**src/hw/periph_map_pkg.sv**
```systemverilog
// Peripheral address map: bus widths, slot geometry, slot names and access-size codes
package periph_map_pkg;

    // Bus widths seen by the core
    localparam int ADDR_W = 11;
    localparam int DATA_W = 32;

    // Address bit 10 selects the byte-access group
    localparam int GROUP_BIT = 10;

    // Full slots are 64 bytes, byte slots are 16 bytes
    localparam int USER_OFS_W = 6;
    localparam int BYTE_OFS_W = 4;

    // Each group has sixteen slots
    localparam int NUM_SLOTS  = 16;
    localparam int SLOT_IDX_W = $clog2(NUM_SLOTS);

    // Named full-interface slots, the others are unpopulated
    typedef enum logic [SLOT_IDX_W-1:0] {
        SLOT_RESERVED = 4'd0,
        SLOT_GPIO     = 4'd1,
        SLOT_UART     = 4'd2
    } slot_e;

    // Size code on the read and write strobes
    typedef enum logic [1:0] {
        ACC_BYTE = 2'b00,
        ACC_HALF = 2'b01,
        ACC_WORD = 2'b10,
        ACC_NONE = 2'b11
    } access_e;

endpackage

```
**src/hw/gpio_pkg.sv**
```systemverilog
// GPIO register offsets, output function-select type and select reset values
package gpio_pkg;

    // Output pin count and the width of a pin index
    localparam int PIN_COUNT = 8;
    localparam int PIN_IDX_W = $clog2(PIN_COUNT);

    // Pins 0 and 1 belong to the UART after reset
    localparam int UART_PIN_COUNT = 2;

    // Register offsets inside the GPIO slot
    localparam logic [periph_map_pkg::USER_OFS_W-1:0] REG_OUT  = 6'h00;
    localparam logic [periph_map_pkg::USER_OFS_W-1:0] REG_IN   = 6'h04;
    // Select for pin p sits at SEL_BASE + 4*p
    localparam logic [periph_map_pkg::USER_OFS_W-1:0] SEL_BASE = 6'h20;

    // Output function select, byte_grp set means a byte-group slot
    typedef struct packed {
        logic                                  byte_grp;
        logic [periph_map_pkg::SLOT_IDX_W-1:0] slot;
    } func_sel_t;

    localparam func_sel_t SEL_RESET_GPIO = '{
        byte_grp: 1'b0,
        slot:     periph_map_pkg::SLOT_GPIO
    };
    localparam func_sel_t SEL_RESET_UART = '{
        byte_grp: 1'b0,
        slot:     periph_map_pkg::SLOT_UART
    };

endpackage

```
**src/hw/periph_bus_if.sv**
```systemverilog
// Register access interface between the address decoder and one selected slot
interface periph_bus_if #(
    parameter int OFS_W  = 6,
    parameter int DATA_W = 32
);

    // Register offset inside the slot
    logic [OFS_W-1:0]  offset;
    // Write data, low bits carry byte and half writes
    logic [DATA_W-1:0] wdata;
    // Write strobe, already qualified by the slot select
    logic              wr;
    // Read data, combinational from offset
    logic [DATA_W-1:0] rdata;

    modport host (
        output offset,
        output wdata,
        output wr,
        input  rdata
    );

    modport device (
        input  offset,
        input  wdata,
        input  wr,
        output rdata
    );

endinterface

```
**src/hw/periph_decode.sv**
```systemverilog
// Address decoder with GPIO write gating and slot read-data and ready mux
module periph_decode (
    input  logic [periph_map_pkg::ADDR_W-1:0] i_addr,
    input  logic [periph_map_pkg::DATA_W-1:0] i_data,
    input  periph_map_pkg::access_e           i_write_n,
    periph_bus_if.host                        bus,
    output logic [periph_map_pkg::DATA_W-1:0] o_slot_data,
    output logic                              o_slot_ready
);

    import periph_map_pkg::*;

    logic                  byte_grp;
    logic [SLOT_IDX_W-1:0] slot_idx;
    slot_e                 slot;
    logic                  gpio_sel;
    logic                  write_req;

    // Group bit picks which address field holds the slot index
    assign byte_grp = i_addr[GROUP_BIT];
    assign slot_idx = byte_grp ? i_addr[BYTE_OFS_W +: SLOT_IDX_W]
                               : i_addr[USER_OFS_W +: SLOT_IDX_W];
    assign slot     = slot_e'(slot_idx);

    assign gpio_sel  = !byte_grp && (slot == SLOT_GPIO);
    assign write_req = (i_write_n != ACC_NONE);

    // Only GPIO is populated, so only it sees the write strobe
    assign bus.offset = i_addr[USER_OFS_W-1:0];
    assign bus.wdata  = i_data;
    assign bus.wr     = gpio_sel && write_req;

    always_comb begin
        // Unpopulated slots read zero and complete at once
        o_slot_data  = '0;
        o_slot_ready = 1'b1;
        if (!byte_grp) begin
            case (slot)
                SLOT_GPIO: begin
                    o_slot_data = bus.rdata;
                end
                SLOT_RESERVED: begin
                    // Reads here never complete
                    o_slot_ready = 1'b0;
                end
                default: ;
            endcase
        end
    end

endmodule

```
**src/hw/read_return.sv**
```systemverilog
// Registered read return with hold until read-complete and ready generation
module read_return (
    input  logic                              clk,
    input  logic                              rst_n,
    input  periph_map_pkg::access_e           i_write_n,
    input  periph_map_pkg::access_e           i_read_n,
    input  logic [periph_map_pkg::DATA_W-1:0] i_slot_data,
    input  logic                              i_slot_ready,
    input  logic                              i_read_complete,
    output logic [periph_map_pkg::DATA_W-1:0] o_data,
    output logic                              o_data_ready
);

    import periph_map_pkg::*;

    logic              read_req;
    logic              capture;
    logic              hold;
    logic              ready_r;
    logic [DATA_W-1:0] data_r;

    assign read_req = (i_read_n != ACC_NONE);
    // A new value is only taken once the previous one was consumed
    assign capture  = !hold && read_req && i_slot_ready;

    always_ff @(posedge clk) begin
        if (!rst_n) begin
            hold    <= 1'b0;
            ready_r <= 1'b0;
        end else begin
            if (i_read_complete) begin
                hold <= 1'b0;
            end
            if (capture) begin
                hold <= 1'b1;
            end
            // Ready lags the request by one cycle to match the data register
            ready_r <= read_req && i_slot_ready;
        end
    end

    always_ff @(posedge clk) begin
        if (capture) begin
            data_r <= i_slot_data;
        end
    end

    assign o_data       = data_r;
    // Writes complete in the cycle they are issued
    assign o_data_ready = ready_r || (i_write_n != ACC_NONE);

endmodule

```
**src/hw/gpio_ctrl.sv**
```systemverilog
// GPIO slot with output register, per-pin function selects, readback and output-pin router
module gpio_ctrl (
    input  logic                           clk,
    input  logic                           rst_n,
    input  logic [gpio_pkg::PIN_COUNT-1:0] i_ui_in,
    periph_bus_if.device                   bus,
    output logic [gpio_pkg::PIN_COUNT-1:0] o_uo_out
);

    import periph_map_pkg::*;
    import gpio_pkg::*;

    localparam int SEL_W = $bits(func_sel_t);

    logic [PIN_COUNT-1:0]  out_r;
    func_sel_t             sel_r [PIN_COUNT];

    logic                  out_hit;
    logic                  in_hit;
    logic                  sel_hit;
    logic [USER_OFS_W-1:0] sel_rel;
    logic [PIN_IDX_W-1:0]  sel_idx;

    // Offset decode
    assign out_hit = (bus.offset == REG_OUT);
    assign in_hit  = (bus.offset == REG_IN);
    assign sel_rel = bus.offset - SEL_BASE;
    // The select block fills the upper half of the slot
    assign sel_hit = (bus.offset >= SEL_BASE) && (sel_rel[1:0] == 2'b00);
    assign sel_idx = sel_rel[2 +: PIN_IDX_W];

    always_ff @(posedge clk) begin
        if (!rst_n) begin
            out_r <= '0;
        end else if (bus.wr && out_hit) begin
            out_r <= bus.wdata[PIN_COUNT-1:0];
        end
    end

    // The first pins default to the UART slot
    always_ff @(posedge clk) begin
        for (int p = 0; p < PIN_COUNT; p++) begin
            if (!rst_n) begin
                sel_r[p] <= (p < UART_PIN_COUNT) ? SEL_RESET_UART : SEL_RESET_GPIO;
            end else if (bus.wr && sel_hit && (sel_idx == p)) begin
                sel_r[p] <= func_sel_t'(bus.wdata[SEL_W-1:0]);
            end
        end
    end

    // Readback is zero-extended to the bus width
    always_comb begin
        bus.rdata = '0;
        if (out_hit) begin
            bus.rdata[PIN_COUNT-1:0] = out_r;
        end else if (in_hit) begin
            bus.rdata[PIN_COUNT-1:0] = i_ui_in;
        end else if (sel_hit) begin
            bus.rdata[SEL_W-1:0] = sel_r[sel_idx];
        end
    end

    // Output router
    // Any source other than full slot GPIO drives 0
    always_comb begin
        o_uo_out = '0;
        for (int p = 0; p < PIN_COUNT; p++) begin
            if (!sel_r[p].byte_grp && (sel_r[p].slot == SLOT_GPIO)) begin
                o_uo_out[p] = out_r[p];
            end
        end
    end

endmodule

```
**src/hw/tqv_periph_top.sv**
```systemverilog
// Peripheral wrapper top level: decoder, read return and GPIO slot on plain ports
module tqv_periph_top (
    input  logic                              clk,
    input  logic                              rst_n,

    // Pin ports
    input  logic [7:0]                        i_ui_in,
    output logic [7:0]                        o_uo_out,

    // Core bus
    input  logic [periph_map_pkg::ADDR_W-1:0] i_addr,
    input  logic [periph_map_pkg::DATA_W-1:0] i_data,
    input  periph_map_pkg::access_e           i_write_n,
    input  periph_map_pkg::access_e           i_read_n,
    output logic [periph_map_pkg::DATA_W-1:0] o_data,
    output logic                              o_data_ready,
    input  logic                              i_read_complete
);

    import periph_map_pkg::*;

    logic [DATA_W-1:0] slot_data;
    logic              slot_ready;

    periph_bus_if #(
        .OFS_W  (USER_OFS_W),
        .DATA_W (DATA_W)
    ) gpio_bus ();

    periph_decode u_decode (
        .i_addr       (i_addr),
        .i_data       (i_data),
        .i_write_n    (i_write_n),
        .bus          (gpio_bus.host),
        .o_slot_data  (slot_data),
        .o_slot_ready (slot_ready)
    );

    read_return u_read_return (
        .clk             (clk),
        .rst_n           (rst_n),
        .i_write_n       (i_write_n),
        .i_read_n        (i_read_n),
        .i_slot_data     (slot_data),
        .i_slot_ready    (slot_ready),
        .i_read_complete (i_read_complete),
        .o_data          (o_data),
        .o_data_ready    (o_data_ready)
    );

    gpio_ctrl u_gpio (
        .clk      (clk),
        .rst_n    (rst_n),
        .i_ui_in  (i_ui_in),
        .bus      (gpio_bus.device),
        .o_uo_out (o_uo_out)
    );

endmodule

```
**config.mk**
```make
export PLATFORM = sky130hd
export DESIGN_NAME = tqv_periph_top
export DESIGN_NICKNAME = d
export VERILOG_FILES = /design/src/hw/periph_map_pkg.sv /design/src/hw/gpio_pkg.sv /design/src/hw/periph_bus_if.sv /design/src/hw/periph_decode.sv /design/src/hw/read_return.sv /design/src/hw/gpio_ctrl.sv /design/src/hw/tqv_periph_top.sv
export SDC_FILE = /design/constraint.sdc
export NUM_CORES = 1
export LEC_CHECK = 0
export BUFFER_PORTS_ARGS = -buffer_cell sky130_fd_sc_hd__buf_2
export CORE_MARGIN = 3
export CORE_UTILIZATION = 30
export CTS_CLUSTER_DIAMETER = 150
export DETAILED_ROUTE_END_ITERATION = 10
export GPL_TIMING_DRIVEN = 0
export HOLD_SLACK_MARGIN = 0.12
export PLACE_DENSITY_LB_ADDON = 0.05
export SYNTH_ARGS = -nofsm -noshare
export SYNTH_HDL_FRONTEND = slang
export SYNTH_SLANG_ARGS = --single-unit
```
**constraint.sdc**
```tcl
create_clock -name clk -period 3.49 [get_ports clk]
set_input_delay 0.1745 -clock clk [delete_from_list [all_inputs] [get_ports clk]]
set_output_delay 0.1745 -clock clk [all_outputs]
set_load 0.005 [all_outputs]
```
# ---- Yosys cells after proc, flatten, opt, wreduce, memory -nomap -nowiden
# Memory sizes are Yosys's and may differ from the RTL's.
# Cells that the tools add are included.
# Widths: inputs -> output; s select.
dict set report totals {
  regBits 42
  latchBits 0
  mem_bits_rw 40
  mem_bits_ro 0
  output_inout_bits 41
  wordCells 127
  memories 1
}
# name words width read_ports rd_clocked_by_memory_dff write_ports line_no
set mem_list {}
lappend mem_list {u_gpio.sel_r 8 5 9 0 8 gpio_ctrl.sv:16} ;# func_sel_t sel_r [PIN_COUNT];
dict set report classes {
  add_sub_neg 1
  multipliers 0
  div_mod_pow 0
  order_cmp 1
  eq_ne 19
  shifts 0
  n_mux 50
  bitwise_logic 9
  reduce_logical 41
}
# operator n
set ops {}
lappend ops {{$mux 5} 10}
lappend ops {{$mux 1} 37}
lappend ops {{$eq 4x1->1 const B} 9}
lappend ops {{$logic_and 1x1->1} 24}
lappend ops {{$eq 3x3->1 const B} 4}
lappend ops {{$logic_not 1->1} 10}
lappend ops {{$mux 8} 1}
lappend ops {{$or 1x1->1} 8}
lappend ops {{$eq 3x2->1 const B} 2}
lappend ops {{$eq 6x3->1 const B} 1}
lappend ops {{$ge 6x6->1 const B} 1}
lappend ops {{$logic_not 6->1} 1}
lappend ops {{$sub 5x1->5 const B} 1}
lappend ops {{$logic_not 4->1} 1}
lappend ops {{$mux 4} 1}
lappend ops {{$ne 2x2->1 const B} 2}
lappend ops {{$eq 3x1->1 const B} 1}
lappend ops {{$logic_not 3->1} 1}
lappend ops {{$mux 3} 1}
lappend ops {{$logic_not 2->1} 1}
lappend ops {{$reduce_bool 2->1} 1}
lappend ops {{$reduce_or 2->1} 1}
lappend ops {{$logic_or 1x1->1} 1}
lappend ops {{$not 1->1} 1}

# ---- Depth between registers and ports, before layout
dict set report depth {
  depth_word 10
  depth_mapped 6
  mapped_depth_nobuf 4
}

# ---- Hierarchy
# A second synthesis with hierarchy kept.
dict set report unflattened {
  cells_unflattened 360
  area_unflattened_um2 4231.6
}
# module n_inst cells_each area_per_inst_um2
set by_module_without_submodules {}
lappend by_module_without_submodules {gpio_ctrl 1 239 2600.0}
lappend by_module_without_submodules {read_return 1 41 1054.8}
lappend by_module_without_submodules {periph_decode 1 80 576.8}

# ---- Worst setup path before layout
# Ideal clock, no wire load.
dict set report synth_path {
  path_kind {input to register}
  from {input port i_addr[3] (netlist bit)}
  to {memory u_gpio.sel_r[7][0] (netlist bit) (enable)}
  setup_ns 0.374
  arrival_time_ns 1.436
  required_ns 3.116
  setup_slack_ns 1.681
  cell_stages 4
  path_buffers 2
  cell_sequence {clkbuf_1 > clkbuf_1 > nand2_1 > o21ai_0}
}
# element line_no
set synth_rtl {}
lappend synth_rtl {{start: declaration} tqv_periph_top.sv:11} ;# input logic [periph_map_pkg::ADDR_W-1:0] i_addr,
lappend synth_rtl {{end: declaration} gpio_ctrl.sv:16}

==> impl_metrics.ini <==
[logic_synthesis]
yosysTopAreaCell = edfxtp_1
avgSynthCellArea_um2 = 11.6
synthTopCellsByArea = edfxtp_1 (48%), mux4_2 (7.5%), dfxtp_1 (6.6%)
synthCells = 260
synth_seq_cells = 58
synth_edf_count = 48
synthTopCellsByCount = edfxtp_1 (48), nor2_1 (41), nand2_1 (27)
yosys_most_used_dff = edfxtp_1
synth.most_common_cell = edfxtp_1
syn_area_mm2 = 0.00302
synth_top_area_share_pct = 47.8
yosysWarnings = 0
async_reset_ff_share_pct = 0
synth_cell_type_count = 30
yosysSeqAreaShare_pct = 54.4

[placed_design]
dp_slack_ns = 1.08
io_buffers = 49
place_area_mm2 = 0.00351
dp_hpwl_um = 6560
gp_congestion = 0.823

[setup_path]
arrival_ns = 2.03
endpoint_kind = flop
worst-path-max-fanout = 10
cp-start-kind = primary input
crit_required_ns = 3.45
worst-setup-path-type = in -> reg

[power]
ir_drop_v = 0.000154
p_per_area_mw_per_mm2 = 396
total_power_uw = 1460
power_leakage_uw = 0.00136

[sta]
max_freq_mhz = 485
min_period_ns = 2.06
skew_ns = 0.00510
setup_viol = 0
finalMaxSlewViolations = 0
rsz0062_at_grt = no
finalHoldViolations = 0
tightest_slew_ns = 0.790
final.setup.tns_ns = 0
setup_ws_ns = 1.43
finalCritPeriodShare_pct = 59.1
slew_headroom_pct = 46.8

[hold_path]
worstHoldPathType = in -> reg

[routing]
wl_um = 8180
drt_pre_antenna_iters = 4
via_per_inst = 4.53
route.vias.total = 2172
drtIter0Drc = 114
wl_per_cell_um = 17.1
drc = 0
detail-route-antenna-nets = 0

[floorplan]
core_region_area_mm2 = 0.00950
num_io_pins = 99
fp.dieH_um = 106
initial_core_util_pct = 31.8
fp.dieW_um = 106
row_count = 35
fp.dieArea_mm2 = 0.0113

[clock_network]
cts.clk_slew.worst_paths_ns = 0.06
cts_buffers = 9
clockBufferDepth = 2
insertion_delay_ns = 0.33
clock-sinks = 58
cts_tree = yes
htreeDepth = 3
cts_root_buf = clkbuf_8

[final_layout]
synthToLayoutAreaGrowth_pct = 22.3
drive_above_1_share_pct = 32.3
nNetsFinal = 404
seq_area_mm2 = 0.00164
fill_cells = 960
multiInputGateArea_mm2 = 0.00122
antenna_cells = 0
stdcell_area_mm2 = 0.00369

[outcome]
outcome = completed

[global_routing]
grt_pass1_wl_um = 12300
grt_pass1_vias = 2227
grt_usage_pct = 14.6
antenna_found_initial = 0
grt_max_degree = 11
overflow = 0

[run]
max_cap_violations = 0
logic make-up after synthesis:
kind of cell    synth area share [%]
compound gates                  4.56
buf+inv                         8.13
mux                             11.8
flops                           54.4
simple gates                    21.0
other cells                    0.124
path summary, 6_finish.rpt:
kind	depth (start not counted)	slack, ns	to	start
hold / removal	3	0.14	u_gpio.out_r[3]	i_data[3]
hold reg to reg	2	0.50	u_gpio.out_r[0]	u_gpio.out_r[0]
setup / recovery	5	1.43	u_gpio.sel_r[6][1]	i_addr[3]
setup reg to reg	3	2.01	u_read_return.o_data[4]	u_gpio.sel_r[4][4]
cells in the final DEF (no fill, tap or decap), drive strengths merged, types with 9 or more instances in the layout:
master / netlist / final
buf: 26 / 75
edfxtp: 48 / 48
nor2: 41 / 41
nand2: 27 / 27
conb: 1 / 24
clkbuf: 10 / 21
o21ai: 14 / 14
mux2i: 13 / 13
mux4: 10 / 10
dfxtp: 10 / 10
nor3b: 9 / 9
worst max-delay path, cell delays in order:
cell and delay (ns):
buf_2 0.10, clkbuf_1 0.47, clkbuf_1 0.47, nand2_1 0.19, o21ai_0 0.62
flip-flops by register name, indices dropped and copies added (netlist names):
register / cells
u_gpio.out_r: 8
u_gpio.sel_r: 40
u_read_return.hold: 1
u_read_return.o_data: 8
u_read_return.ready_r: 1
cell type report:
type / count / area share (%)
multi-input combinational: 187 / 33.0
timing repair buffer: 52 / 7.46
clock buffer: 11 / 3.56
inverter: 2 / 0.203
clock inverter: 4 / 0.542
buffer: 36 / 6.44
tap: 129 / 4.37
sequential: 58 / 44.5
metrics by stage:
step	util, %	cells	hold WS [ns]
finish	38.9	479	0.142
floorplan	-	283	0.310
CTS	38.9	479	0.137
global route	38.9	479	0.154
detailed placement	36.9	461	0.434
global placement	36.9	461	0.424
report_power, final:
part           internal, µW  switching [µW]  total [µW]
Combinational          72.2            83.3         156
Clock                   249             261         510
Sequential              782            16.0         798
what timing repair did:
action / 4_1_cts / 5_1_grt
hold buffers: 3 / 0
setup buffers: 0 / 0
resized for setup: 0 / 0
endpoints found under the hold margin: 3 / 0
metal layers:
metal	part of all wire, %	global-route usage [%]
met5	0	0
met4	2.4	6.38
met3	5.1	2.67
met2	44	22.4
met1	49	20.3
No activity file was read; power rests on OpenSTA's default activity.
